**config.mk**
```make
export PLATFORM = sky130hd
export DESIGN_NAME = ifm_lane_fifo_flat
export DESIGN_NICKNAME = d
export VERILOG_FILES = /design/src/hdl/ifm_buffer_if.sv /design/src/hdl/ifm_lane_fifo.sv /design/src/flat_wrapper.sv
export VERILOG_INCLUDE_DIRS = /design/src /design/src/hdl
export SDC_FILE = /design/constraint.sdc
export NUM_CORES = 2
export LEC_CHECK = 0
export CAP_MARGIN = 20
export CORE_UTILIZATION = 45
export CTS_BUF_LIST = sky130_fd_sc_hd__clkbuf_2
export CTS_CLUSTER_SIZE = 10
export DETAILED_ROUTE_END_ITERATION = 6
export DONT_BUFFER_PORTS = 1
export SYNTH_ARGS = -nofsm -noshare
export SYNTH_HDL_FRONTEND = slang
export SYNTH_SLANG_ARGS = --single-unit
```
**constraint.sdc**
```tcl
create_clock -name clk -period 3.1 [get_ports clk]
set_clock_uncertainty 0.2 [all_clocks]
set_input_delay 0.62 -clock clk [delete_from_list [all_inputs] [get_ports clk]]
set_output_delay 0.62 -clock clk [all_outputs]
set_load 0.01 [all_outputs]
```
**src/hdl/ifm_buffer_settings.svh**
```systemverilog
/* sizes and padding conditions of the ifm buffer
   depth is per bank, there is no full or empty flag, the user must not overrun it */
`ifndef IFM_BUFFER_SETTINGS_SVH
`define IFM_BUFFER_SETTINGS_SVH

// lane datapath
`define IFM_DATA_WIDTH      16
`define IFM_NUM_LANES       16

// words per bank
`define IFM_FIFO_DEPTH      64

// control field widths
`define IFM_TILE_WIDTH      14
`define IFM_MAP_WIDTH       9
`define IFM_PHASE_WIDTH     4
`define IFM_LAYER_WIDTH     4
`define IFM_KERNEL_WIDTH    2

// 3x3 window, phases 0..8
`define IFM_PHASE_LAST      4'd8

// padding only for 3x3 kernels from layer 2 on
`define IFM_PAD_KERNEL      2'd3
`define IFM_PAD_FIRST_LAYER 4'd2

`endif

```
**src/hdl/ifm_buffer_if.sv**
```systemverilog
/* pad_ctrl_if links the padding controller to the datapath,
   bank_ctrl_if fans the bank strobes out to every lane FIFO */


interface bank_ctrl_if;

    logic rd_clr_1;
    logic wr_clr_1;
    logic wr_en_1;
    logic rd_clr_2;
    logic wr_clr_2;
    logic wr_en_2;
    logic wr_bank;  // 0 fills bank 1, 1 fills bank 2
    logic rd_bank;  // selects the output register

    modport src (
        output rd_clr_1, wr_clr_1, wr_en_1,
        output rd_clr_2, wr_clr_2, wr_en_2,
        output wr_bank, rd_bank
    );

    modport lane (
        input rd_clr_1, wr_clr_1, wr_en_1,
        input rd_clr_2, wr_clr_2, wr_en_2,
        input wr_bank, rd_bank
    );

endinterface

```
**src/hdl/ifm_lane_fifo.sv**
```systemverilog
/* two-bank FIFO for one lane with one cycle read latency
   no full or empty flags, pointers wrap at the depth, clears win over enables */
`timescale 1ns/100ps
`include "ifm_buffer_settings.svh"

module ifm_lane_fifo (
    input  logic                       clk,
    input  logic                       rst_n,
    bank_ctrl_if.lane                  bank,
    input  logic                       rd_en_1,
    input  logic                       rd_en_2,
    input  logic [`IFM_DATA_WIDTH-1:0] data_in,
    output logic [`IFM_DATA_WIDTH-1:0] data_out
);

    localparam int ADDR_W = $clog2(`IFM_FIFO_DEPTH);

    logic [1:0]                 wr_en;
    logic [1:0]                 wr_clr;
    logic [1:0]                 rd_en;
    logic [1:0]                 rd_clr;
    logic [`IFM_DATA_WIDTH-1:0] rd_data [2];

    // index 0 is bank 1, index 1 is bank 2
    assign wr_en  = {bank.wr_en_2 & bank.wr_bank, bank.wr_en_1 & ~bank.wr_bank};
    assign wr_clr = {bank.wr_clr_2, bank.wr_clr_1};
    assign rd_en  = {rd_en_2, rd_en_1};
    assign rd_clr = {bank.rd_clr_2, bank.rd_clr_1};

    for (genvar b = 0; b < 2; b++) begin : g_bank
        logic [`IFM_DATA_WIDTH-1:0] mem [`IFM_FIFO_DEPTH];
        logic [ADDR_W-1:0]          wr_ptr;
        logic [ADDR_W-1:0]          rd_ptr;

        always_ff @(posedge clk) begin
            if (wr_en[b] && !wr_clr[b]) begin
                mem[wr_ptr] <= data_in;
            end
        end

        always_ff @(posedge clk or negedge rst_n) begin
            if (!rst_n) begin
                wr_ptr <= '0;
            end else if (wr_clr[b]) begin
                wr_ptr <= '0;
            end else if (wr_en[b]) begin
                wr_ptr <= wr_ptr + 1'b1;
            end
        end

        always_ff @(posedge clk or negedge rst_n) begin
            if (!rst_n) begin
                rd_ptr     <= '0;
                rd_data[b] <= '0;
            end else if (rd_clr[b]) begin
                rd_ptr <= '0;  // output register keeps the last word
            end else if (rd_en[b]) begin
                rd_ptr     <= rd_ptr + 1'b1;
                rd_data[b] <= mem[rd_ptr];
            end
        end
    end

    assign data_out = rd_data[bank.rd_bank];

endmodule

```
**src/flat_wrapper.sv**
```systemverilog
// flat-port wrapper written by rule: the top's interface ports become plain ports
module ifm_lane_fifo_flat 
  (clk, rst_n, rd_en_1, rd_en_2, data_in, data_out, bank_rd_clr_1, bank_wr_clr_1, bank_wr_en_1, bank_rd_clr_2, bank_wr_clr_2, bank_wr_en_2, bank_wr_bank, bank_rd_bank);
  bank_ctrl_if bank_i ();
  input  logic clk;
  input  logic rst_n;
  input  logic rd_en_1;
  input  logic rd_en_2;
  input  logic [`IFM_DATA_WIDTH-1:0] data_in;
  output logic [`IFM_DATA_WIDTH-1:0] data_out;
  input wire logic [$bits(bank_i.rd_clr_1)-1:0] bank_rd_clr_1;
  input wire logic [$bits(bank_i.wr_clr_1)-1:0] bank_wr_clr_1;
  input wire logic [$bits(bank_i.wr_en_1)-1:0] bank_wr_en_1;
  input wire logic [$bits(bank_i.rd_clr_2)-1:0] bank_rd_clr_2;
  input wire logic [$bits(bank_i.wr_clr_2)-1:0] bank_wr_clr_2;
  input wire logic [$bits(bank_i.wr_en_2)-1:0] bank_wr_en_2;
  input wire logic [$bits(bank_i.wr_bank)-1:0] bank_wr_bank;
  input wire logic [$bits(bank_i.rd_bank)-1:0] bank_rd_bank;
  assign bank_i.rd_clr_1 = bank_rd_clr_1;
  assign bank_i.wr_clr_1 = bank_wr_clr_1;
  assign bank_i.wr_en_1 = bank_wr_en_1;
  assign bank_i.rd_clr_2 = bank_rd_clr_2;
  assign bank_i.wr_clr_2 = bank_wr_clr_2;
  assign bank_i.wr_en_2 = bank_wr_en_2;
  assign bank_i.wr_bank = bank_wr_bank;
  assign bank_i.rd_bank = bank_rd_bank;
  ifm_lane_fifo u_core (.clk(clk), .rst_n(rst_n), .bank(bank_i), .rd_en_1(rd_en_1), .rd_en_2(rd_en_2), .data_in(data_in), .data_out(data_out));
endmodule
```
**After elaboration in Yosys (flattened, before gate mapping)**

Memory sizes are Yosys's and may differ from the RTL's. A register that Yosys moved wholly into a read port is not among the register bits.
Index checks and enable logic that the tools add are counted.

- Muxes and demuxes: 15
- Add/sub/neg operators: 4
- $lt $le $gt $ge: 1
- Reductions and logical operators: 12
- Bitwise logic cells: 6

Operators with widths:

| operator | count |
|---|---|
| $mux W16 | 3 |
| $mux W6 | 8 |
| $add A6 B1 Y6 const B | 4 |
| $reduce_bool A2 Y1 | 4 |
| $logic_not A1 Y1 | 4 |
| $mux W1 | 4 |
| $reduce_and A2 Y1 | 2 |
| $not A1 Y1 | 3 |
| $and A1 B1 Y1 | 2 |
| $ge A2 B2 Y1 const B | 1 |
| $logic_and A1 B1 Y1 | 2 |
| $not A1 Y2 | 1 |

- Memory bits (writable): 2048
- Memories kept: 2
- Word-level logic and storage cells: 44
- Flip-flop bits (word level): 24
- Input bits: 28
- Output and inout port bits: 16

Memories:

| name | depth | width | rd ports | clocked after Yosys merged registers in | wr ports | line | source |
|---|---|---|---|---|---|---|---|
| u_core.g_bank[0].mem | 64 | 16 | 1 | 1 | 1 | ifm_lane_fifo.sv:31 | `` logic [`IFM_DATA_WIDTH-1:0] mem [`IFM_FIFO_DEPTH]; `` |
| u_core.g_bank[1].mem | 64 | 16 | 1 | 1 | 1 | ifm_lane_fifo.sv:31 |  |

**Longest topological paths before layout**

- Depth in word-level cells: 5
- Depth in mapped cells: 10
- Depth with buffers taken out: 5

**Least setup slack after synthesis**

Ideal clock, no wire load.

- Path type: input to register
- Start: input port bank_wr_en_1
- End: memory u_core.g_bank[0].mem[54][0] (netlist bit) (enable)
- Path slack: 0.179 ns
- Arrival time: 2.333 ns
- Library setup time: 0.389 ns
- Stages: 5
- Buffers on the path: 1
- Data required time: 2.511 ns
- Path through: nor2b_1 clkbuf_1 nor3b_1 nand3_1 nor2_1

- Word-level cells in the longest chain between the ends: 4

Ends and longest elaborated chain:

| item | line | source |
|---|---|---|
| start, declared | flat_wrapper.sv:13 | `input wire logic [$bits(bank_i.wr_en_1)-1:0] bank_wr_en_1;` |
| $and A1 B1 Y1 | ifm_lane_fifo.sv:25 | `assign wr_en = {bank.wr_en_2 & bank.wr_bank, bank.wr_en_1 & ~bank.wr_bank};` |
| $logic_and A1 B1 Y1 | ifm_lane_fifo.sv:36 | `if (wr_en[b] && !wr_clr[b]) begin` |
| $mux W1 | ifm_lane_fifo.sv:36 |  |
| $mux W1 (implied by the code) | ifm_lane_fifo.sv:37 | `mem[wr_ptr] <= data_in;` |
| end, declared | ifm_lane_fifo.sv:31 |  |

No other way between the ends.

**Final worst setup path**

- Start: register u_core.rd_data[27] (netlist bit), read port of u_core.g_bank[0].mem
- End: output port data_out[11]

- Word-level cells in the longest chain between the ends: 3

Ends and longest elaborated chain:

| item | line | source |
|---|---|---|
| start, declared | ifm_lane_fifo.sv:22 | `` logic [`IFM_DATA_WIDTH-1:0] rd_data [2]; `` |
| $mux W16 (implied by the code) (3 in series) | ifm_lane_fifo.sv:64 | `assign data_out = rd_data[bank.rd_bank];` |
| end, declared | flat_wrapper.sv:10 | `` output logic [`IFM_DATA_WIDTH-1:0] data_out; `` |

No other way between the ends. The select of a mux whose other input is x is not followed.

==> flow_summary.json <==
{
  "end_kind": "output pin",
  "wl_per_cell_um": 28.0,
  "synth_compound_area_frac": 0.0269,
  "post-synth-top-count-cell": "edfxtp_1",
  "synth-seq-cells": 2104,
  "cell_internal_pwr_mw": 40.0,
  "clk_latency_ns": 1.71,
  "synth_top_family_by_area": "multiplexers",
  "clk_path_buf_depth": 4,
  "ant_nets": 0,
  "power_density_mw_per_mm2": 571,
  "yosysSeqAreaShare": 0.776,
  "drt_iter0_drc": 4869,
  "htreeDepth": 6,
  "power_mw": 52.9,
  "cts_tree": "yes",
  "gp_congestion": 0.822,
  "viasPerCell": 5.72,
  "violations": "setup timing",
  "synthTopCellsByArea": "edfxtp_1 (76%), mux4_2 (13%), mux2i_1 (1.8%)",
  "arrival_ns": 2.54,
  "p_clk_frac": 0.335,
  "setup_tns_ns": -3.73,
  "rsz0062_at_grt": "yes",
  "yosys.area.top_type_share": 0.758,
  "start_util": 0.454,
  "place_inst": 6192,
  "grt_util_all_layers": 0.224,
  "stdcell_count": 7189,
  "multi_input_area_mm2": 0.0172,
  "min_period_ns": 3.36,
  "maxCapViolations": 0,
  "grt_overflow_total": 0,
  "p_leak_nw": 29.7,
  "timing.final.crit_share": 1.08,
  "core_mm2": 0.179,
  "syn-num-nets": 3746,
  "seqCellArea_mm2": 0.0629,
  "hp-class": "reg2reg",
  "hold_violations": 0,
  "die_w_um": 427,
  "synth_mux_area_frac": 0.161,
  "clkSinkCount": 2104,
  "yosys_warnings": 0,
  "critPathMaxFanout": 3,
  "synthTopCellsByCount": "edfxtp_1 (2048), mux4_2 (478), nor2_1 (207), mux2i_1 (146), clkbuf_1 (89)",
  "crit_chain": "mux2_4",
  "area_growth_pct": 14.2,
  "crit_required_ns": 2.28,
  "setup_viol": 16,
  "cts_buffers": 530,
  "postSynthAreaPerCell_um2": 21.8,
  "synth-adder-area-share": 0.000617,
  "synth_top_area_cell": "edfxtp_1",
  "dp_hpwl_um": 114000,
  "synth-simple-area-share": 0.0209,
  "vias": 41100,
  "die_area_mm2": 0.182,
  "root_buffer": "clkbuf_2",
  "slowest_delay_ns": 0.50,
  "nNetsFinal": 4511,
  "clk_pin_slew_ns": 0.10,
  "syn_inst": 3714,
  "path_class": "reg2out",
  "pin_count": 44,
  "max_freq_ghz": 0.298,
  "async_flop_share": 0.0266,
  "antenna_found_initial": 9,
  "drt-pass1-iter-count": 5,
  "crit_family": "flip-flops",
  "synth_cell_type_count": 52,
  "drv_slew": 0,
  "tightestPinTransition_ns": 1.17,
  "drt-total-wl_um": 201000,
  "drive_gt1_frac": 0.360,
  "synth_xor_xnor_area_share": 0.00173,
  "grt_pass1_wl_um": 291000,
  "setup_ws_ns": -0.256,
  "switchingPower_mw": 12.8,
  "max_slew_margin": 0.218,
  "critPathLaunchType": "flip-flop",
  "grt_pass1_vias": 42600,
  "synth_edf_count": 2048,
  "pwr-share-comb": 0.070,
  "ir_worst_vdd_v": 0.000423,
  "status": "complete, but fails checks",
  "synthFlopType": "edfxtp_1",
  "cpMaxStageDelayCell": "dfrtp_2",
  "std_cell_rows": 155,
  "fillers": 14300,
  "switching_share": 0.242,
  "pre_cts_slack_ns": 0.0858,
  "post-route-drc-count": 0,
  "syn_area_mm2": 0.0811,
  "die_height_um": 427,
  "cp.buffers_inverters": 0,
  "pwr-share-seq": 0.595,
  "io_buffer_count": 0,
  "grt_start_max_net_pins": 129
}
-- final cells by class --
type / instances / area share
flip-flops and latches: 2104 / 0.680
diodes: 9 / 0.000243
clock inverters: 119 / 0.00706
well taps: 2355 / 0.0318
inverters: 1 / 0.0000405
repair buffers: 448 / 0.0541
clock buffers: 759 / 0.0410
multi-input cells: 1394 / 0.186
-- placed cells by master, fill, tap and decap left out, types with 32 or more instances in the layout --
master         instances
o22ai_1               73
buf_16                34
nor2b_1               32
mux2i_1              146
edfxtp_1            2048
dfrtp_1               32
dlygate4sd3_1         75
nor2_1               205
mux2_2                57
a211oi_1              38
clkbuf_2             759
mux4_2               478
buf_12                62
nand2_1               59
clkinv_1              96
buf_4                276
-- registers in the layout, summed over array words and instances, names as in the netlist --
name and cells:
u_core.g_bank.mem 2048, u_core.rd_data 32, u_core.g_bank.rd_ptr 12, u_core.g_bank.wr_ptr 12
-- routing by layer --
layer	up-vias	global-route usage	wire, um
met5	-	0	10
met4	2	0.0710	3810
met3	263	0.0481	15300
met2	1645	0.348	97600
met1	21700	0.316	84400
li1	17500	-	-
-- cell families after synthesis --
| kind of cell | after synthesis |
|---|---|
| simple gates | 376 |
| fa+ha+maj | 4 |
| mux | 697 |
| flops | 2104 |
| buf+inv | 216 |
| compound gates | 301 |
| xor+xnor | 16 |
-- power groups by stage --
stage	registers [mW]	clock network [mW]	logic (mW)
floorplan	31.9	0	2.06
global placement	32.1	0	2.98
detailed placement	32.1	0	2.99
CTS	31.4	18.3	3.78
global route	31.4	19.6	3.94
finish	31.4	17.7	3.72
-- final timing paths --
path / from / end / slack (ns) / depth (start not counted)
worst max-delay path: u_core.rd_data[27] / data_out[11] / -0.26 / 1
worst min-delay path: u_core.rd_data[11] / u_core.rd_data[11] / 0.32 / 2
worst max register to register: u_core.g_bank[0].rd_ptr[0] / u_core.rd_data[16] / 0.06 / 7
worst min register to register: u_core.rd_data[11] / u_core.rd_data[11] / 0.32 / 2
max in group asynchronous: rst_n / u_core.rd_data[23] / 1.81 / 5
min in group asynchronous: rst_n / u_core.rd_data[9] / 0.46 / 5
-- per-stage QoR --
step,hold slack (ns),utilization,cell area [um2]
2_1_floorplan,0.124,-,81100
3_3_place_gp,0.131,0.483,86300
3_5_place_dp,0.132,0.483,86300
4_1_cts,0.0204,0.518,92500
5_1_grt,0.135,0.518,92600
6_report,0.320,0.518,92600
-- what timing repair did --
item / CTS / global route
hold buffers: 109 / 0
pin swaps: 0 / 0
endpoints found under the hold margin: 4208 / 0
endpoints found under the setup margin: 16 / 20
gates resized for setup: 32 / 1
setup buffers: 1 / 0
(Power assumes the default switching activity.)
