<file path="src/hdl/ifm_buffer_settings.svh">
/* sizes and padding conditions of the ifm buffer
   depth is per bank, there is no full or empty flag, the user must not overrun it */
`ifndef IFM_BUFFER_SETTINGS_SVH
`define IFM_BUFFER_SETTINGS_SVH

// lane datapath
`define IFM_DATA_WIDTH      16
`define IFM_NUM_LANES       16

// words per bank
`define IFM_FIFO_DEPTH      64

// control field widths
`define IFM_TILE_WIDTH      14
`define IFM_MAP_WIDTH       9
`define IFM_PHASE_WIDTH     4
`define IFM_LAYER_WIDTH     4
`define IFM_KERNEL_WIDTH    2

// 3x3 window, phases 0..8
`define IFM_PHASE_LAST      4'd8

// padding only for 3x3 kernels from layer 2 on
`define IFM_PAD_KERNEL      2'd3
`define IFM_PAD_FIRST_LAYER 4'd2

`endif

</file>
<file path="src/hdl/ifm_buffer_pkg.sv">
/* shared types of the ifm buffer, sized from the settings header */
`include "ifm_buffer_settings.svh"

package ifm_buffer_pkg;

    typedef logic [`IFM_DATA_WIDTH-1:0] lane_word_t;

    // lane 0 sits in the low bits
    typedef lane_word_t [`IFM_NUM_LANES-1:0] lane_bus_t;

    typedef logic [`IFM_NUM_LANES-1:0] lane_mask_t;

    // 0 to 16 lanes, so one bit more than the lane index
    typedef logic [$clog2(`IFM_NUM_LANES + 1)-1:0] lane_cnt_t;

    typedef logic [`IFM_TILE_WIDTH-1:0] tile_idx_t;

    typedef logic [`IFM_MAP_WIDTH-1:0] map_size_t;

    typedef logic [`IFM_PHASE_WIDTH-1:0] phase_t;

    // what the datapath does to the masked bus
    typedef enum logic [1:0] {
        PAD_PASS,   // masked bus unchanged
        PAD_ZERO,   // whole bus zero on a top or bottom row
        PAD_SHIFT,  // left border
        PAD_TRIM    // right border
    } pad_mode_e;

endpackage

</file>
<file path="src/hdl/ifm_buffer_if.sv">
/* pad_ctrl_if links the padding controller to the datapath,
   bank_ctrl_if fans the bank strobes out to every lane FIFO */
`timescale 1ns/100ps

interface pad_ctrl_if;

    ifm_buffer_pkg::lane_cnt_t lane_count;
    ifm_buffer_pkg::pad_mode_e pad_mode;
    ifm_buffer_pkg::phase_t    phase;      // for waves
    logic                      pad_active; // for waves

    modport ctrl (
        output lane_count,
        output pad_mode,
        output phase,
        output pad_active
    );

    modport dp (
        input lane_count,
        input pad_mode,
        input phase,
        input pad_active
    );

endinterface


</file>
<file path="src/hdl/ifm_pad_ctrl.sv">
/* window phase counter and tile border decode
   bottom edge decode expects num_tiling >= ofm_size */
`timescale 1ns/100ps
`include "ifm_buffer_settings.svh"

module ifm_pad_ctrl (
    input  logic                             clk,
    input  logic                             rst_n,
    input  logic                             ofm_read_en,
    input  logic [`IFM_KERNEL_WIDTH-1:0]     kernel_size,
    input  logic [`IFM_LAYER_WIDTH-1:0]      count_layer,
    input  ifm_buffer_pkg::tile_idx_t        count_tiling,
    input  ifm_buffer_pkg::map_size_t        count_tiling_mod_ofm_size,
    input  ifm_buffer_pkg::map_size_t        ofm_size,
    input  ifm_buffer_pkg::tile_idx_t        num_tiling,
    input  ifm_buffer_pkg::lane_cnt_t        read_ifm_size,
    pad_ctrl_if.ctrl                         ctl
);

    ifm_buffer_pkg::phase_t    phase_q;
    ifm_buffer_pkg::tile_idx_t ofm_size_ext;
    ifm_buffer_pkg::pad_mode_e pad_mode;
    logic                      pad_active;
    logic                      edge_top;
    logic                      edge_bottom;
    logic                      edge_left;
    logic                      edge_right;
    logic [1:0]                win_row;
    logic [1:0]                win_col;

    // 0 whenever ofm_read_en drops, 0..8 while it stays high
    always_ff @(posedge clk or negedge rst_n) begin
        if (!rst_n) begin
            phase_q <= '0;
        end else if (ofm_read_en) begin
            phase_q <= (phase_q == `IFM_PHASE_LAST) ? '0 : phase_q + 1'b1;
        end else begin
            phase_q <= '0;
        end
    end

    assign pad_active = (kernel_size == `IFM_PAD_KERNEL) &&
                        (count_layer >= `IFM_PAD_FIRST_LAYER);

    assign ofm_size_ext = ifm_buffer_pkg::tile_idx_t'(ofm_size);

    // tiles of the output map count from 1
    assign edge_top    = count_tiling <= ofm_size_ext;
    assign edge_bottom = count_tiling > (num_tiling - ofm_size_ext);
    assign edge_left   = count_tiling_mod_ofm_size == ifm_buffer_pkg::map_size_t'(1);
    assign edge_right  = count_tiling_mod_ofm_size == '0;

    assign win_row = 2'(phase_q / 4'd3);
    assign win_col = 2'(phase_q % 4'd3);

    always_comb begin
        pad_mode = ifm_buffer_pkg::PAD_PASS;
        if (pad_active) begin
            if ((edge_top && win_row == 2'd0) || (edge_bottom && win_row == 2'd2)) begin
                pad_mode = ifm_buffer_pkg::PAD_ZERO;
            end else if (edge_left && win_col == 2'd0) begin
                pad_mode = ifm_buffer_pkg::PAD_SHIFT;
            end else if (edge_right && win_col == 2'd2) begin
                pad_mode = ifm_buffer_pkg::PAD_TRIM;
            end
        end
    end

    assign ctl.lane_count = read_ifm_size;
    assign ctl.pad_mode   = pad_mode;
    assign ctl.phase      = phase_q;
    assign ctl.pad_active = pad_active;

endmodule

</file>
<file path="src/flat_wrapper.sv">
// flat-port wrapper written by rule: the top's interface ports become plain ports
module ifm_pad_ctrl_flat 
  (clk, rst_n, ofm_read_en, kernel_size, count_layer, count_tiling, count_tiling_mod_ofm_size, ofm_size, num_tiling, read_ifm_size, ctl_lane_count, ctl_pad_mode, ctl_phase, ctl_pad_active);
  pad_ctrl_if ctl_i ();
  input  logic clk;
  input  logic rst_n;
  input  logic ofm_read_en;
  input  logic [`IFM_KERNEL_WIDTH-1:0] kernel_size;
  input  logic [`IFM_LAYER_WIDTH-1:0] count_layer;
  input  ifm_buffer_pkg::tile_idx_t count_tiling;
  input  ifm_buffer_pkg::map_size_t count_tiling_mod_ofm_size;
  input  ifm_buffer_pkg::map_size_t ofm_size;
  input  ifm_buffer_pkg::tile_idx_t num_tiling;
  input  ifm_buffer_pkg::lane_cnt_t read_ifm_size;
  output wire logic [$bits(ctl_i.lane_count)-1:0] ctl_lane_count;
  output wire logic [$bits(ctl_i.pad_mode)-1:0] ctl_pad_mode;
  output wire logic [$bits(ctl_i.phase)-1:0] ctl_phase;
  output wire logic [$bits(ctl_i.pad_active)-1:0] ctl_pad_active;
  assign ctl_lane_count = ctl_i.lane_count;
  assign ctl_pad_mode = ctl_i.pad_mode;
  assign ctl_phase = ctl_i.phase;
  assign ctl_pad_active = ctl_i.pad_active;
  ifm_pad_ctrl u_core (.clk(clk), .rst_n(rst_n), .ofm_read_en(ofm_read_en), .kernel_size(kernel_size), .count_layer(count_layer), .count_tiling(count_tiling), .count_tiling_mod_ofm_size(count_tiling_mod_ofm_size), .ofm_size(ofm_size), .num_tiling(num_tiling), .read_ifm_size(read_ifm_size), .ctl(ctl_i));
endmodule
</file>
<file path="config.mk">
export PLATFORM = sky130hd
export DESIGN_NAME = ifm_pad_ctrl_flat
export DESIGN_NICKNAME = d
export VERILOG_FILES = /design/src/hdl/ifm_buffer_pkg.sv /design/src/hdl/ifm_buffer_if.sv /design/src/hdl/ifm_pad_ctrl.sv /design/src/flat_wrapper.sv
export VERILOG_INCLUDE_DIRS = /design/src /design/src/hdl
export SDC_FILE = /design/constraint.sdc
export NUM_CORES = 1
export LEC_CHECK = 0
export BUFFER_PORTS_ARGS = -buffer_cell sky130_fd_sc_hd__buf_4
export CAP_MARGIN = 10
export CORE_ASPECT_RATIO = 1.75
export CORE_UTILIZATION = 44
export CTS_CLUSTER_SIZE = 20
export DETAILED_ROUTE_END_ITERATION = 7
export PLACE_DENSITY = 0.76
export SETUP_SLACK_MARGIN = 0.05
export SYNTH_ARGS = -nofsm -noshare
export SYNTH_HDL_FRONTEND = slang
export SYNTH_SLANG_ARGS = --single-unit
</file>
<file path="constraint.sdc">
create_clock -name clk -period 3.5 [get_ports clk]
set_clock_uncertainty 0.05 [all_clocks]
set_input_delay 0.175 -clock clk [delete_from_list [all_inputs] [get_ports clk]]
set_output_delay 0.175 -clock clk [all_outputs]
set_load 0.005 [all_outputs]
</file>
Yosys cells after proc, flatten, opt, wreduce, memory -nomap -nowiden

Cells that the tools add are included.

Order comparisons: 3
Muxes and demuxes: 6
Equality and inequality tests: 5
Add/subtract/negate cells: 2
Div/mod/pow operators: 2
Reduce and logical (&&, ||, !) cells: 9

Operators by type and width:

| operator                                             | number |
|---|---|
| > comparator 14 bit                                  | 1 |
| <= comparator 14 x 9 -> 1 bit                        | 1 |
| subtractor 14 x 9 -> 14 bit                          | 1 |
| equality test 9 x 1 -> 1 bit, second input constant  | 1 |
| zero test 9 bit                                      | 1 |
| two-way mux 2 bit                                    | 4 |
| two-way mux 4 bit                                    | 2 |
| equality test 2 bit, second input constant           | 3 |
| logical AND 1 bit                                    | 5 |
| adder 4 x 1 -> 4 bit, second input constant          | 1 |
| divider 4 x 2 -> 4 bit, second input constant        | 1 |
| equality test 4 bit, second input constant           | 1 |
| >= comparator 4 x 2 -> 1 bit, second input constant  | 1 |
| zero test 2 bit                                      | 2 |
| remainder unit 4 x 2 -> 4 bit, second input constant | 1 |
| logical OR 1 bit                                     | 1 |

Word-level logic and storage cells: 28
Input port bits: 60
Register bits: 4
Output and inout bits: 12

Longest topological paths before layout

Depth in word-level cells: 7
Mapped depth: 16
Gate-level depth less buffers: 16

Worst setup path after synthesis

OpenSTA, ideal clock, no wires.

Path kind: input to output
Start: input port ofm_size[2]
End: output port ctl_pad_mode[1]
Slack: 0.354 ns
Path buffers: 0
Data required time: 3.275 ns
Arrival: 2.921 ns
Stages on the path: 14
Path through: inv_1 -> ha_1 -> nor2b_1 -> o21a_1 -> o211ai_1 -> nand3_1 -> a311oi_1 -> xnor2_1 -> ha_1 -> nand4_1 -> nor4_1 -> a221oi_2 -> a2111o_1 -> nor3b_2

Longest elaborated chain between the ends: 6
Elaborated cells on any way between the ends: 8
Classes of those cells: add/sub: 1; order compare: 2; mux: 2; reduce/logical: 3

Ends and longest elaborated chain:

| what                        | line               | text |
|---|---|---|
| from (decl)                 | flat_wrapper.sv:12 | `input ifm_buffer_pkg::map_size_t ofm_size;` |
| subtractor 14 x 9 -> 14 bit | ifm_pad_ctrl.sv:49 | `assign edge_bottom = count_tiling > (num_tiling - ofm_size_ext);` |
| > comparator 14 bit         | ifm_pad_ctrl.sv:49 |  |
| logical AND 1 bit           | ifm_pad_ctrl.sv:59 | `if ((edge_top && win_row == 2'd0) \|\| (edge_bottom && win_row == 2'd2)) begin` |
| logical OR 1 bit *          | ifm_pad_ctrl.sv:59 |  |
| two-way mux 2 bit *         | ifm_pad_ctrl.sv:59 |  |
| two-way mux 2 bit *         | ifm_pad_ctrl.sv:58 | `if (pad_active) begin` |
| to (decl)                   | flat_wrapper.sv:16 | `output wire logic [$bits(ctl_i.pad_mode)-1:0] ctl_pad_mode;` |

Every way passes the cells marked *; elsewhere a longest branch is shown, timed or not.

Worst setup path after layout

Start: input port ofm_size[4]
End: output port ctl_pad_mode[1]

Same word-level chain as after synthesis.

==> impl.org <==
** Final layout
- The repair_antennas step left the layout with diodes totalling 0.
- Leaving out fill and tap cells, the most frequent cell in the layout is sky130_fd_sc_hd__buf_4.
- Max FFs per register :: 4
- Commonest cells after routing, fill and taps aside :: 79 x sky130_fd_sc_hd__buf_4, 35 x sky130_fd_sc_hd__ha_1, 16 x sky130_fd_sc_hd__inv_1
- Synthesis-to-layout area growth :: 51.8%
- Nets :: ~370
- Cells with a size suffix above 1 make up 40.7% of the layout.

** Global routing
- The first global-routing pass estimated roughly 6500 um of wire.
- Overflow after GRT :: 0
- The via count of the first global-routing pass is about 1700.
- All-layer global routing usage :: 22.7%
- Initial antenna violation count :: 0
- Entering global routing, the biggest net connects 10 pins.

** Timing
- Hold is met by 0.147 ns.
- Derived from the worst setup path, the maximum achievable clock frequency is 0.289 GHz.
- Post-route setup slack :: 0.0370 ns
- Final clock period utilization by the worst path :: 98.9%
- In this run the tightest slew margin relative to its limit is 61.4%.
- Final hold violation count :: 0
- The worst path in the final design needs a cycle of 3.46 ns, including I/O delays and setup.
- Setup violations remaining at the end of the flow were counted as 0.
- Setup repair after global routing missed its margin :: true
- Number of slew-limit violations in the final report :: 0
- Actual transition at the worst max-transition pin :: 0.572 ns

** Place
- Routability cong. :: 0.762
- Summed over all nets, the half-perimeter wirelength after detailed placement is 3290 um.
- At the placement stage, the worst setup path has a slack of -0.129 ns.
- The count of buffers added on input and output ports is 60.

** Power and ir drop
- For this design the ratio of total power to cell area is between 200 and 250 nW/um2.
- Registers are responsible for 11.9% of the overall power.
- Across the VDD grid, the largest voltage drop is between 0.3 and 0.4 mV.
- In this run switching power makes up between 30% and 40% of total power.
- Fraction of power consumed by combinational cells :: between 60% and 70%
- Portion of total power attributed to the clock network :: 20.8%
- Net switching power figure :: ~0.18 mW
- Cell internal power was estimated by the tool at 0.291 mW.
- Summed over all cells, the static leakage comes to between 1 and 1.5 nW.

** Clocking
- The root buffer cell chosen for the clock tree is sky130_fd_sc_hd__clkbuf_8.
- TritonCTS built the clock tree.
- After clock tree synthesis, the clock-pin slew on the worst setup and hold paths is 0.03 ns.
- For the worst-skew pair, the clock arrives at the later sink with an insertion delay of 0.22 ns.
- The clock drives 4 sinks.
- Clock buffers created by TritonCTS :: 3
- In this run the number of H-tree levels came out at 1.
- Maximum clock insertion buffer count :: 2

** Logic synthesis
- Synthesis instantiated 46 different standard cells from the library.
- Cell type with the highest aggregate area in the netlist :: sky130_fd_sc_hd__ha_1
- Ys async rst share :: 100%
- Ranking of synthesized cells by area :: sky130_fd_sc_hd__ha_1 31%, sky130_fd_sc_hd__dfrtp_1 6.6%, sky130_fd_sc_hd__xor2_1 5.2%, sky130_fd_sc_hd__inv_1 4.7%, sky130_fd_sc_hd__a21oi_1 3.3%
- Average cell area after synthesis :: 8.01 um2
- In the synthesized netlist, the number of instances is 190.
- Portion of synthesized cell area occupied by the leading cell type :: between 30% and 40%
- Sequential element share of the synthesized area :: 6.57%
- Top FF cell, synth :: sky130_fd_sc_hd__dfrtp_1
- Summing every instance area after synthesis gives about 1500 um2.
- During synthesis, Yosys emitted a total of 0 warnings.
- The synthesized design contains 4 register bits.
- The number of nets handed over by synthesis was between 200 and 300.
- Count of flip-flops with a built-in enable after synthesis :: 0

** Worst setup path
- CP max-delay cell :: sky130_fd_sc_hd__a2111o_1
- Largest fanout on the critical path :: 3
- Largest delay share family, worst path :: compound AO/OA/AOI/OAI gates
- In this design, the stage delay of the slowest critical-path cell is 0.42 ns.
- Counting both buffers and inverters, the worst setup path holds a total of 5.
- By instance count, the cell type seen most on the critical path is sky130_fd_sc_hd__buf_4.
- The worst setup path is captured at an output port.
- Walking the worst path, the cells encountered are buf_4 -> inv_1 -> ha_1 -> nor3_1 -> nor2_1 -> a311oi_2 -> buf_4 -> o21ai_2 -> xor2_1 -> ha_1 -> buf_6 -> nand2_1 -> o22ai_1 -> a2111o_1 -> a221oi_2 -> a2111o_1 -> nor3b_2 -> buf_4.
- STA classifies the critical path startpoint as an input port.
- Required time at the worst-slack endpoint :: 3.27 ns
- The worst setup path is of the in -> out kind.
- STA puts the critical path data arrival time at 3.24 ns.

** Outcome
- The flow ran to the end, and the final reports show no timing, DRC or antenna violations.

** Floorplanning
- Boundary pin count :: 72
- Measured along the y axis, the die boundary spans around 80 um.
- Die ar. :: 3710 um2
- Core area :: 3210 um2
- The initialized floorplan defines 27 standard-cell rows.
- For this configuration, the core starts out at a cell density of between 40% and 50%.
- From left edge to right edge, the die measures ~46 um.

** Route
- The first detailed-routing pass took 4 iterations.
- Summing over every cut layer, the via total after detailed routing is about 1700.
- The count of nets left with antenna violations once routing finished came out at 0.
- Average wire per standard cell :: ~13 um
- Final wirelength :: between 4000 and 5000 um
- Vias per inst :: 5.35
- After detailed routing, the number of remaining DRC violations is 0.
- The first routing iteration left 21 violations.

** Job
- Max Cap Violations :: 0

** Hold path
- Path type of the worst min-delay path :: in -> reg
## repair_timing
| item | CTS | global route |
|---|---|---|
| endpoints found under the setup margin | 2 | 2 |
| endpoints found under the hold margin | 4 | 0 |
| resized for setup | 6 | 21 |
| hold buffers | 1 | 0 |
| buffers inserted | 3 | 3 |
| pin swaps | 10 | 8 |
## synthesized netlist by cell type (3+ instances only)
| master | number |
|---|---|
| sky130_fd_sc_hd__nand2b_1 | 4 |
| sky130_fd_sc_hd__buf_4 | 5 |
| sky130_fd_sc_hd__nor4_1 | 3 |
| sky130_fd_sc_hd__o21ai_0 | 6 |
| sky130_fd_sc_hd__nand2_1 | 12 |
| sky130_fd_sc_hd__nand3_1 | 6 |
| sky130_fd_sc_hd__xor2_1 | 9 |
| sky130_fd_sc_hd__nand4_1 | 3 |
| sky130_fd_sc_hd__xnor2_1 | 5 |
| sky130_fd_sc_hd__dfrtp_1 | 4 |
| sky130_fd_sc_hd__ha_1 | 38 |
| sky130_fd_sc_hd__a31oi_1 | 4 |
| sky130_fd_sc_hd__a21oi_1 | 10 |
| sky130_fd_sc_hd__inv_1 | 19 |
| sky130_fd_sc_hd__nor2_1 | 10 |
| sky130_fd_sc_hd__nor3_1 | 6 |
| sky130_fd_sc_hd__and2_1 | 4 |
| sky130_fd_sc_hd__nor2b_1 | 6 |
## final cells by class
cell class                 instances  area, um2
fill                             264        897
tap                               43       53.8
multi-input combinational        160       1400
timing repair buffer              83        637
sequential                         4        100
inverter                          20       80.1
clock buffer                       3       41.3
## routing by layer
metal	global-route usage (%)	wire, um	part of all wire [%]
met1	23.3	1440	36
met2	43.3	2410	60
met3	1.58	94	2.3
met4	9.12	86	2.1
met5	0	0	0
## metrics by stage
step	area, um2	setup TNS (ns)	utilization (%)	power, mW	cells
2_1_floorplan	1520	0	-	0.230	190
3_3_place_gp	2100	-0.209	65.4	0.330	303
3_5_place_dp	2100	-0.256	65.4	0.336	303
4_1_cts	2210	0	68.8	0.451	310
5_1_grt	2310	-0.372	72.0	0.521	313
6_report	2310	0	72.0	0.474	313
## logic make-up after synthesis
family          share of synthesized area (%)
compound gates                           21.0
xor+xnor                                 8.05
fa+ha+maj                                32.5
buf+inv                                  8.13
flops                                    6.57
mux                                     0.657
simple gates                             23.1
## power groups by stage
| stage | clock (mW) | combinational [mW] | sequential, mW |
|---|---|---|---|
| floorplan | 0 | 0.175 | 0.0544 |
| global placement | 0 | 0.273 | 0.0566 |
| detailed placement | 0 | 0.280 | 0.0568 |
| CTS | 0.102 | 0.293 | 0.0564 |
| global route | 0.105 | 0.359 | 0.0573 |
| finish | 0.0985 | 0.319 | 0.0562 |
## final timing paths
kind                                           from                   to  slack (ns)  cells after the start
worst max-delay path                    ofm_size[4]      ctl_pad_mode[1]        0.04                     18
worst min-delay path                    ofm_read_en  u_core.ctl.phase[1]        0.15                      2
worst max register to register  u_core.ctl.phase[0]  u_core.ctl.phase[2]        2.14                      6
worst min register to register  u_core.ctl.phase[2]  u_core.ctl.phase[3]        0.71                      2
max in group asynchronous                     rst_n  u_core.ctl.phase[3]        3.04                      2
min in group asynchronous                     rst_n  u_core.ctl.phase[0]        0.26                      2
Power figures use the tool's default switching activity.
