### src/hdl/ifm_buffer_settings.svh
/* sizes and padding conditions of the ifm buffer
   depth is per bank, there is no full or empty flag, the user must not overrun it */
`ifndef IFM_BUFFER_SETTINGS_SVH
`define IFM_BUFFER_SETTINGS_SVH

// lane datapath
`define IFM_DATA_WIDTH      16
`define IFM_NUM_LANES       16

// words per bank
`define IFM_FIFO_DEPTH      64

// control field widths
`define IFM_TILE_WIDTH      14
`define IFM_MAP_WIDTH       9
`define IFM_PHASE_WIDTH     4
`define IFM_LAYER_WIDTH     4
`define IFM_KERNEL_WIDTH    2

// 3x3 window, phases 0..8
`define IFM_PHASE_LAST      4'd8

// padding only for 3x3 kernels from layer 2 on
`define IFM_PAD_KERNEL      2'd3
`define IFM_PAD_FIRST_LAYER 4'd2

`endif

### src/hdl/ifm_buffer_pkg.sv
/* shared types of the ifm buffer, sized from the settings header */
`include "ifm_buffer_settings.svh"

package ifm_buffer_pkg;

    typedef logic [`IFM_DATA_WIDTH-1:0] lane_word_t;

    // lane 0 sits in the low bits
    typedef lane_word_t [`IFM_NUM_LANES-1:0] lane_bus_t;

    typedef logic [`IFM_NUM_LANES-1:0] lane_mask_t;

    // 0 to 16 lanes, so one bit more than the lane index
    typedef logic [$clog2(`IFM_NUM_LANES + 1)-1:0] lane_cnt_t;

    typedef logic [`IFM_TILE_WIDTH-1:0] tile_idx_t;

    typedef logic [`IFM_MAP_WIDTH-1:0] map_size_t;

    typedef logic [`IFM_PHASE_WIDTH-1:0] phase_t;

    // what the datapath does to the masked bus
    typedef enum logic [1:0] {
        PAD_PASS,   // masked bus unchanged
        PAD_ZERO,   // whole bus zero on a top or bottom row
        PAD_SHIFT,  // left border
        PAD_TRIM    // right border
    } pad_mode_e;

endpackage

### src/hdl/ifm_buffer_if.sv
/* pad_ctrl_if links the padding controller to the datapath,
   bank_ctrl_if fans the bank strobes out to every lane FIFO */
`timescale 1ns/100ps

interface pad_ctrl_if;

    ifm_buffer_pkg::lane_cnt_t lane_count;
    ifm_buffer_pkg::pad_mode_e pad_mode;
    ifm_buffer_pkg::phase_t    phase;      // for waves
    logic                      pad_active; // for waves

    modport ctrl (
        output lane_count,
        output pad_mode,
        output phase,
        output pad_active
    );

    modport dp (
        input lane_count,
        input pad_mode,
        input phase,
        input pad_active
    );

endinterface


### src/hdl/ifm_pad_datapath.sv
/* combinational lane mask and border padding with zero latency
   phase and pad_active arrive on ctl for waves only */
`timescale 1ns/100ps
`include "ifm_buffer_settings.svh"

module ifm_pad_datapath (
    input  ifm_buffer_pkg::lane_bus_t data_in,
    pad_ctrl_if.dp                    ctl,
    output ifm_buffer_pkg::lane_bus_t data_pad
);

    ifm_buffer_pkg::lane_bus_t masked;
    ifm_buffer_pkg::lane_bus_t trimmed;
    ifm_buffer_pkg::lane_bus_t shifted;

    // lanes at or above lane_count carry zero
    always_comb begin
        for (int k = 0; k < `IFM_NUM_LANES; k++) begin
            if (k < int'(ctl.lane_count)) begin
                masked[k] = data_in[k];
            end else begin
                masked[k] = '0;
            end
        end
    end

    // masked bus without its last valid lane
    always_comb begin
        for (int k = 0; k < `IFM_NUM_LANES; k++) begin
            if (k + 1 < int'(ctl.lane_count)) begin
                trimmed[k] = data_in[k];
            end else begin
                trimmed[k] = '0;
            end
        end
    end

    // one lane up so lane 0 becomes the left pad
    assign shifted = masked << `IFM_DATA_WIDTH;

    always_comb begin
        case (ctl.pad_mode)
            ifm_buffer_pkg::PAD_ZERO:  data_pad = '0;
            ifm_buffer_pkg::PAD_SHIFT: data_pad = shifted;
            ifm_buffer_pkg::PAD_TRIM:  data_pad = trimmed;
            default:                   data_pad = masked;
        endcase
    end

endmodule

### src/flat_wrapper.sv
// flat-port wrapper written by rule: the top's interface ports become plain ports
module ifm_pad_datapath_flat 
  (data_in, data_pad, ctl_lane_count, ctl_pad_mode, ctl_phase, ctl_pad_active);
  pad_ctrl_if ctl_i ();
  input  ifm_buffer_pkg::lane_bus_t data_in;
  output ifm_buffer_pkg::lane_bus_t data_pad;
  input wire logic [$bits(ctl_i.lane_count)-1:0] ctl_lane_count;
  input wire logic [$bits(ctl_i.pad_mode)-1:0] ctl_pad_mode;
  input wire logic [$bits(ctl_i.phase)-1:0] ctl_phase;
  input wire logic [$bits(ctl_i.pad_active)-1:0] ctl_pad_active;
  assign ctl_i.lane_count = ctl_lane_count;
  assign ctl_i.pad_mode = ctl_pad_mode;
  assign ctl_i.phase = ctl_phase;
  assign ctl_i.pad_active = ctl_pad_active;
  ifm_pad_datapath u_core (.data_in(data_in), .ctl(ctl_i), .data_pad(data_pad));
endmodule
### config.mk
export PLATFORM = sky130hd
export DESIGN_NAME = ifm_pad_datapath_flat
export DESIGN_NICKNAME = d
export VERILOG_FILES = /design/src/hdl/ifm_buffer_pkg.sv /design/src/hdl/ifm_buffer_if.sv /design/src/hdl/ifm_pad_datapath.sv /design/src/flat_wrapper.sv
export VERILOG_INCLUDE_DIRS = /design/src /design/src/hdl
export SDC_FILE = /design/constraint.sdc
export NUM_CORES = 1
export LEC_CHECK = 0
export BUFFER_PORTS_ARGS = -buffer_cell sky130_fd_sc_hd__buf_2
export CAP_MARGIN = 20
export CORE_AREA = 5 5 198 200
export DETAILED_ROUTE_END_ITERATION = 10
export DIE_AREA = 0 0 203 205
export PLACE_DENSITY = 0.3
export SLEW_MARGIN = 5
export SYNTH_ARGS = -nofsm -noshare
export SYNTH_HDL_FRONTEND = slang
export SYNTH_SLANG_ARGS = --single-unit
### constraint.sdc
create_clock -name vclk -period 2.3
set_input_delay 0.46 -clock vclk [all_inputs]
set_output_delay 0.46 -clock vclk [all_outputs]
set_load 0.01 [all_outputs]
Word level (Yosys, flattened, before mapping) --
Index checks and enable logic that the tools add are counted.
Operators by class: order comparisons 17, mux-type cells 33, equal/unequal tests 3
Operator list (number):
- $pmux 256 s3 | 1
- $mux 16 | 32
- $lt 4x5->1 const A | 8
- $lt 3x5->1 const A | 4
- $lt 1x5->1 const A | 2
- $lt 2x5->1 const A | 2
- $lt 5x5->1 const A | 1
- $eq 2x2->1 const B | 2
- $eq 2x1->1 const B | 1
Storage, ports and cells: logic and storage cells 53, register bits after elaboration 0, output and inout bits 256

Logic depth before layout (Yosys ltp) --
Gate-level depths: netlist (run 1).
depth in word-level cells 3, gate-level depth with buffers 6, gate-level depth less buffers 3

Worst setup path before layout (run 1) --
No wires, ideal clock.
path kind input-to-output, start point input port ctl_pad_mode[0], end point output port data_pad[64] in the netlist's numbering, cell stages on the path 6, setup slack 0.046 ns, arrival time 1.794 ns, cells stage by stage buf_2 > or2_1 > clkbuf_1 > a22oi_1 > buf_2 > a22o_1
RTL lines:
- start, declared | RTL line flat_wrapper.sv:8 | input wire logic [$bits(ctl_i.pad_mode)-1:0] ctl_pad_mode;
- end, declared | RTL line flat_wrapper.sv:6 | output ifm_buffer_pkg::lane_bus_t data_pad;

==> impl_metrics.py, run 1 <==
metrics = {
    "critical_path": {
        "criticalPathCategory": "in2out",
        "cp.required_ns": 1.84,
        "worstPathArrival_ns": 1.80,
        "critPathLaunchType": "input port",
        "path_max_fanout": 16,
        "setup.worst_path.start": "ctl_lane_count[1]",
        "crit_path_end_kind": "output pin",
    },
    "layout": {
        "n_antenna_cell": 0,
        "areaGrowthSynthToFinish_pct": 141.7,
        "drive_gt1_share_pct": 68.93,
        "clock_buffers": 0,
        "final_cell_area_um2": 7193,
        "fin_util_pct": 19.33,
        "regArea_um2": 0,
        "final_nets": 1184,
        "seq_cells": 0,
    },
    "global_routing": {
        "overflow": 0,
        "antenna_found_initial": 0,
        "grt_pass1_vias": 6588,
        "grt_use_total_pct": 14.39,
        "grt_first_pass_wirelength_mm": 44.76,
        "grt_max_degree": 17,
    },
    "yosys": {
        "synth_fp_nets": 636,
        "synthDistinctLibCells": 39,
        "syn_area_um2": 2977,
        "synth_area_leaders": "a22o_1 66%, a32o_1 5.4%, buf_2 5.0%",
        "yosysTopAreaCell": "a22o_1",
        "syn_avg_cell_area_um2": 8.089,
        "synth.top_cell.area_share_pct": 65.91,
        "syn_inst": 368,
        "yosysWarningCount": 0,
        "yosysSeqAreaShare_pct": 0,
    },
    "power": {
        "p_leak_nw": 3.917,
        "total_power_w": 0.002092,
        "ir_worst_vdd_uv": 87.46,
        "powerDensity_nw_per_um2": 290.9,
    },
    "run_status": {
        "status": "finished clean",
    },
    "timing": {
        "rsz0062_at_grt": "yes",
        "period_share_pct": 98.25,
        "tightestPinTransition_ns": 0.3905,
        "setup-violations-final": 0,
        "hold_violations": 0,
        "finalWorstSetupSlack_ns": 0.04028,
        "holdWs_ns": 1.235,
        "period_minus_slack_ns": 2.260,
        "relSlewSlack_pct": 73.85,
        "maxSlewViolCount": 0,
        "fmax_mhz": 442.5,
    },
    "floorplanning": {
        "row_count": 71,
        "coreArea_um2": 37220,
        "ioPinCount": 524,
        "start_util_pct": 7.997,
        "die_h_um": 205,
        "dieWidth_um": 203,
        "dieArea_um2": 41620,
    },
    "route": {
        "wl_per_cell_um": 24.65,
        "via_per_inst": 4.515,
        "post-route-drc-count": 0,
        "wirelength_mm": 34.22,
        "drt_iter0_markers": 381,
        "ant_nets": 0,
        "vias": 6267,
        "drtPass1Iterations": 5,
    },
    "placement": {
        "pre_cts_ws_ns": -0.1424,
        "hpwlAfterDp_mm": 29.21,
        "gp_congestion": 0.8793,
        "port_buffers": 519,
        "placed_area_um2": 6693,
    },
    "worst_hold_path": {
        "holdPathEnd": "data_pad[252]",
        "worst_hold_path.num_cells": 3,
        "hold_path.class": "in2out",
        "min_from": "data_in[236]",
    },
    "run": {
        "maxCapViolations": 0,
    },
}
where the power goes:
group / leakage, nW / switching, W / total (W) / internal, W
sequential: 0 / 0 / 0 / 0
combinational: 3.92 / 0.00111 / 0.00209 / 0.000981
clock: 0 / 0 / 0 / 0
cell families after synthesis:
| logic type | Yosys count | synth area share [%] |
|---|---|---|
| buffers and inverters | 50 | 8.323 |
| AND/OR/NAND/NOR | 28 | 6.474 |
| XOR/XNOR | 1 | 0.5466 |
| AO/OA/AOI/OAI | 289 | 84.66 |
per-stage QoR:
step | std cells | setup TNS [ns]
3_3_place_gp | 1373 | -8.219
5_1_grt | 1388 | -0.09412
4_1_cts | 1379 | -0.2265
3_5_place_dp | 1373 | -8.692
2_1_floorplan | 368 | 0
6_report | 1388 | 0
layer usage:
metal / wire length [um] / track usage [%] / vias up
met2: 17260 / 26.97 / 454
met3: 2730 / 2.216 / 64
met4: 1514 / 5.189 / 0
met5: 0 / 0 / -
li1: - / - / 2753
met1: 12710 / 16.49 / 2996
synthesized netlist by cell type (all sizes together) (3+ instances only):
cell type,number
a22o,224
a32o,16
a211oi,6
a21boi,16
nor2,12
nor3,3
inv,3
a21oi,8
nor4,4
clkbuf,11
o21ai,3
buf,36
a311oi,3
o211ai,3
worst max path at each step:
stage / to / slack [ns] / cells after the start
after global placement: data_pad[182] / -0.12 / 6
after floorplan: data_pad[64] / 0.05 / 6
after global routing: data_pad[3] / -0.02 / 8
after CTS: data_pad[96] / -0.06 / 7
after detailed placement: data_pad[4] / -0.14 / 6
final: data_pad[12] / 0.04 / 8
layout by cell type, fill, tap and decap left out, types with 3 or more instances in the layout:
cell type,Yosys,layout
a21boi_0,16,9
buf_12,0,28
nor4_4,1,3
a211oi_4,0,3
o211ai_1,3,3
a21oi_1,6,3
a32o_1,16,16
buf_6,0,13
buf_4,6,37
buf_2,30,509
a22o_1,224,222
inv_1,3,3
a21oi_2,2,5
nor2_1,11,11
a21boi_1,0,7
critical path, stage by stage:
cell	delay (ns)
buf_6	0.14
buf_4	0.14
nor4_4	0.29
buf_4	0.18
buf_4	0.10
a21o_4	0.21
a21boi_0	0.11
buf_2	0.15
layout make-up:
| class | count | area (um^2) |
|---|---|---|
| multi-input cells | 318 | 2942 |
| well taps | 474 | 593.1 |
| inverters | 3 | 11.26 |
| fillers | 4274 | 30030 |
| repair buffers | 593 | 3647 |
repair_timing:
item,CTS,global route
gates resized for setup,37,38
buffers inserted,4,7
setup endpoints to repair,178,143
hold buffers,0,0
cloned,2,3
pin swaps,6,9
(Power assumes the default switching activity.)
==> run 2: changes to the inputs <==
--- a/config.mk
+++ b/config.mk
@@ -11,7 +11,9 @@
 export CORE_AREA = 5 5 198 200
 export DETAILED_ROUTE_END_ITERATION = 10
 export DIE_AREA = 0 0 203 205
+export GPL_TIMING_DRIVEN = 0
 export PLACE_DENSITY = 0.3
+export RECOVER_POWER = 25
 export SLEW_MARGIN = 5
 export SYNTH_ARGS = -nofsm -noshare
 export SYNTH_HDL_FRONTEND = slang
==> impl_metrics.py, run 2 (synthesis gave the netlist of run 1 again) <==
metrics = {
    "critical_path": {
        "path_max_fanout": 10,
        "worstPathArrival_ns": 1.86,
        "critPathLaunchType": "input port",
        "cp.required_ns": 1.84,
        "criticalPathCategory": "in2out",
        "crit_path_end_kind": "output pin",
    },
    "timing": {
        "relSlewSlack_pct": 67.15,
        "setup-violations-final": 4,
        "holdWs_ns": 1.238,
        "period_share_pct": 101.0,
        "hold_violations": 0,
        "tightestPinTransition_ns": 0.4928,
        "finalWorstSetupSlack_ns": -0.02326,
        "rsz0062_at_grt": "yes",
        "maxSlewViolCount": 0,
        "period_minus_slack_ns": 2.323,
        "fmax_mhz": 430.4,
    },
    "worst_hold_path": {
        "hold_path.class": "in2out",
    },
    "layout": {
        "n_antenna_cell": 0,
        "regArea_um2": 0,
        "final_cell_area_um2": 7923,
        "seq_cells": 0,
        "final_cell_count_no_fill": 1434,
        "fillers": 4240,
        "final_nets": 1230,
        "clock_buffers": 0,
        "multi_input_area_um2": 3168,
        "final_common_cell": "buf_2",
        "areaGrowthSynthToFinish_pct": 166.2,
        "layout_common_cells": "478 x buf_2, 223 x a22o_1, 57 x buf_6",
        "drive_gt1_share_pct": 71.35,
    },
    "run": {
        "maxCapViolations": 0,
    },
    "route": {
        "wirelength_mm": 37.75,
        "drt_iter0_markers": 367,
        "post-route-drc-count": 0,
        "ant_nets": 0,
        "wl_per_cell_um": 26.33,
        "via_per_inst": 4.504,
        "vias": 6459,
        "drtPass1Iterations": 5,
    },
    "placement": {
        "port_buffers": 515,
        "dp_cells": 1357,
        "hpwlAfterDp_mm": 32.06,
        "placed_area_um2": 6147,
        "gp_congestion": 0.9089,
    },
    "floorplanning": {
        "row_count": 71,
        "ioPinCount": 524,
        "dieWidth_um": 203,
        "coreArea_um2": 37220,
        "dieArea_um2": 41620,
        "die_h_um": 205,
        "start_util_pct": 7.997,
    },
    "cts": {
        "cts_hold_buf": 0,
    },
    "global_routing": {
        "grt_pass1_vias": 6994,
        "antenna_found_initial": 1,
        "grt_use_total_pct": 16.45,
        "grt_first_pass_wirelength_mm": 50.88,
        "grt_max_degree": 11,
        "overflow": 0,
    },
    "run_status": {
        "status": "complete, but fails checks",
        "violations": "setup timing",
    },
    "power": {
        "p_leak_nw": 4.204,
        "total_power_w": 0.002301,
        "ir_worst_vdd_uv": 83.49,
        "powerDensity_nw_per_um2": 290.5,
    },
}
## run 2: changes by cell type in the layout (fill, tap and decap cells not counted), sizes merged
cell      before  now
buf          590  615
clkbuf         3   23
bufbuf         0    1
clkinvlp       0    1
inv            3    2
## run 2: metal layers
metal	share of wire (%)	global-route usage, %	up-vias
met5	0.034	0	-
met4	3.5	4.607	2
met3	7.2	2.644	50
met2	52	31.54	432
met1	38	18.75	3122
li1	-	-	2853
## run 2: what timing repair did
action	4_1_cts	5_1_grt
gates resized for setup	194	56
pin swaps	43	29
gates cloned	8	2
endpoints found under the setup margin	250	160
setup buffers	66	5
## run 2: power breakdown
part / switching (W) / internal [W] / leakage (nW)
clock network: 0 / 0 / 0
registers: 0 / 0 / 0
logic: 0.00121 / 0.00109 / 4.20
## run 2: metrics by stage
step,setup WS (ns),util [%],setup TNS [ns]
floorplan,0.04571,-,0
global placement,-1.105,16.51,-141.10
detailed placement,-1.032,16.51,-141.17
CTS,-0.01250,20.59,-0.01583
global route,-0.06476,21.28,-3.593
finish,-0.02326,21.28,-0.04205
## run 2: layout make-up
class / count / share of cell area (%)
Inverter: 3 / 0.1895
Buffer: 45 / 6.744
Multi-Input combinational cell: 318 / 39.99
Tap cell: 474 / 7.486
Timing Repair Buffer: 594 / 45.59
## run 2: final timing paths
kind	from	to	slack, ns	cells past startpoint
hold / removal	data_in[49]	data_pad[65]	1.24	3
setup / recovery	ctl_lane_count[0]	data_pad[217]	-0.02	8
## run 2: critical path, stage by stage
cell and delay [ns]:
buf_12 0.11, buf_8 0.13, buf_2 0.16, o211ai_1 0.25, a21oi_4 0.11, clkbuf_4 0.21, a22o_1 0.26, buf_2 0.16
==> run 3: changes to the inputs <==
--- a/config.mk
+++ b/config.mk
@@ -8,12 +8,15 @@
 export LEC_CHECK = 0
 export BUFFER_PORTS_ARGS = -buffer_cell sky130_fd_sc_hd__buf_2
 export CAP_MARGIN = 20
-export CORE_AREA = 5 5 198 200
+export CELL_PAD_IN_SITES_DETAIL_PLACEMENT = 0
+export CELL_PAD_IN_SITES_GLOBAL_PLACEMENT = 2
+export CORE_AREA = 5 5 203 205
 export DETAILED_ROUTE_END_ITERATION = 10
-export DIE_AREA = 0 0 203 205
+export DIE_AREA = 0 0 208 210
 export GPL_TIMING_DRIVEN = 0
-export PLACE_DENSITY = 0.3
+export PLACE_DENSITY = 0.59
 export RECOVER_POWER = 25
+export SETUP_SLACK_MARGIN = 0.4
 export SLEW_MARGIN = 5
 export SYNTH_ARGS = -nofsm -noshare
 export SYNTH_HDL_FRONTEND = slang
==> impl_metrics.py, run 3 (synthesis gave the netlist of run 1 again) <==
metrics = {
    "run_status": {
        "status": "complete, but fails checks",
        "violations": "setup timing",
    },
    "floorplanning": {
        "ioPinCount": 524,
        "dieWidth_um": 208,
        "row_count": 73,
        "dieArea_um2": 43680,
        "coreArea_um2": 39280,
        "start_util_pct": 7.579,
        "die_h_um": 210,
    },
    "layout": {
        "fin_util_pct": 23.22,
        "clock_buffers": 0,
        "drive_gt1_share_pct": 75.38,
        "layout_common_cells": "437 x buf_2, 219 x a22o_1, 122 x buf_6",
        "seq_cells": 0,
        "fillers": 4371,
        "areaGrowthSynthToFinish_pct": 206.3,
        "final_cell_area_um2": 9119,
        "n_antenna_cell": 0,
        "final_nets": 1269,
        "final_common_cell": "buf_2",
        "regArea_um2": 0,
    },
    "global_routing": {
        "grt_use_total_pct": 15.80,
        "grtUsageMet2_pct": 29.99,
        "grt_util_met1_pct": 18.22,
        "grt.met3_usage_pct": 3.334,
        "grt_first_pass_wirelength_mm": 51.52,
        "grt.busiest_layer": "met2",
        "overflow": 0,
        "antenna_found_initial": 0,
        "grt_max_degree": 11,
        "grt_pass1_vias": 7020,
    },
    "route": {
        "via_per_inst": 4.343,
        "wirelength_mm": 38.67,
        "wl_per_cell_um": 25.38,
        "drtPass1Iterations": 4,
        "post-route-drc-count": 0,
        "ant_nets": 0,
        "vias": 6618,
        "drt_iter0_markers": 352,
    },
    "critical_path": {
        "criticalPathCategory": "in2out",
        "cp.required_ns": 1.84,
        "crit_family": "buffers and inverters",
        "crit_path_end_kind": "output pin",
        "critPathLaunchType": "input port",
        "worstPathArrival_ns": 1.88,
        "crit_path_top_delay_cell": "a221oi_4",
        "cp_slowest_stage_delay_ns": 0.34,
        "worst-path-buf-inv": 6,
        "path_max_fanout": 5,
        "path_cells": "buf_12 > buf_8 > buf_6 > o211ai_1 > a221oi_4 > buf_12 > buf_8 > a22o_1 > buf_2",
    },
    "timing": {
        "relSlewSlack_pct": 61.09,
        "period_share_pct": 101.8,
        "tns_ns": -0.7760,
        "holdWs_ns": 1.229,
        "period_minus_slack_ns": 2.342,
        "setup-violations-final": 47,
        "rsz0062_at_grt": "yes",
        "tightestPinTransition_ns": 0.5836,
        "maxSlewViolCount": 0,
        "fmax_mhz": 426.9,
        "hold_violations": 0,
        "finalWorstSetupSlack_ns": -0.04233,
    },
    "power": {
        "powerDensity_nw_per_um2": 285.3,
        "clkPwrFrac_pct": 0,
        "p_sw_w": 0.001279,
        "p_sw_share_pct": 49.18,
        "combPwrFrac_pct": 100.0,
        "ir_worst_vdd_uv": 100.9,
        "seqPwrFrac_pct": 0,
        "intPower_w": 0.001322,
        "p_leak_nw": 4.713,
    },
    "placement": {
        "gp_congestion": 0.9446,
        "port_buffers": 515,
        "placed_area_um2": 6889,
        "hpwlAfterDp_mm": 31.99,
    },
    "run": {
        "maxCapViolations": 0,
    },
    "worst_hold_path": {
        "hold_path.class": "in2out",
    },
    "cts": {
        "cts_hold_buf": 0,
    },
}
==> run 3: cell count changes in the layout (fill, tap and decap cells not counted), moves of 10 or more <==
cell,before,now
a32o_1,16,6
a21boi_0,13,3
buf_8,7,20
a32o_2,0,10
buf_2,478,437
buf_6,57,122
==> run 3: metrics by stage <==
step	worst slack [ns]	instances	power, W
2_1_floorplan	0.2019	368	0.0009937
3_3_place_gp	-0.6013	1408	0.002017
3_5_place_dp	-0.6193	1408	0.002002
4_1_cts	-0.08207	1499	0.002407
5_1_grt	-0.1093	1524	0.002743
6_report	-0.04233	1524	0.002602
==> run 3: timing repair <==
action / CTS / global route
resized for setup: 141 / 117
gates cloned: 8 / 8
buffers inserted: 83 / 17
pin swaps: 80 / 95
endpoints found under the setup margin: 256 / 256
==> run 3: final timing paths <==
| check | depth (start not counted) | slack [ns] | startpoint | end |
|---|---|---|---|---|
| worst max-delay path | 9 | -0.04 | ctl_lane_count[3] | data_pad[202] |
| worst min-delay path | 3 | 1.23 | data_in[235] | data_pad[251] |
==> run 3: tightest hold or removal path: cells and delay by family <==
kind,cells,cell delay (ns)
buf+inv,2,0.19
compound gates,1,0.13
==> run 3: area by class of cell <==
| type | count | area (um^2) | area share, % |
|---|---|---|---|
| Buffer | 47 | 681.9 | 7.478 |
| Tap cell | 525 | 656.9 | 7.204 |
| Inverter | 3 | 15.01 | 0.1647 |
| Timing Repair Buffer | 631 | 4427 | 48.55 |
| Multi-Input combinational cell | 318 | 3338 | 36.61 |
==> run 3: layer usage <==
metal / wire length, um / vias up
li1: - / 2936
met1: 14830 / 3209
met2: 19790 / 413
met3: 2743 / 60
met4: 1302 / 0
met5: 0 / -
==> run 3: power groups by stage <==
stage,registers (W),clock network (W),logic [W]
floorplan,0,0,0.000994
global placement,0,0,0.00202
detailed placement,0,0,0.00200
CTS,0,0,0.00241
global route,0,0,0.00274
finish,0,0,0.00260
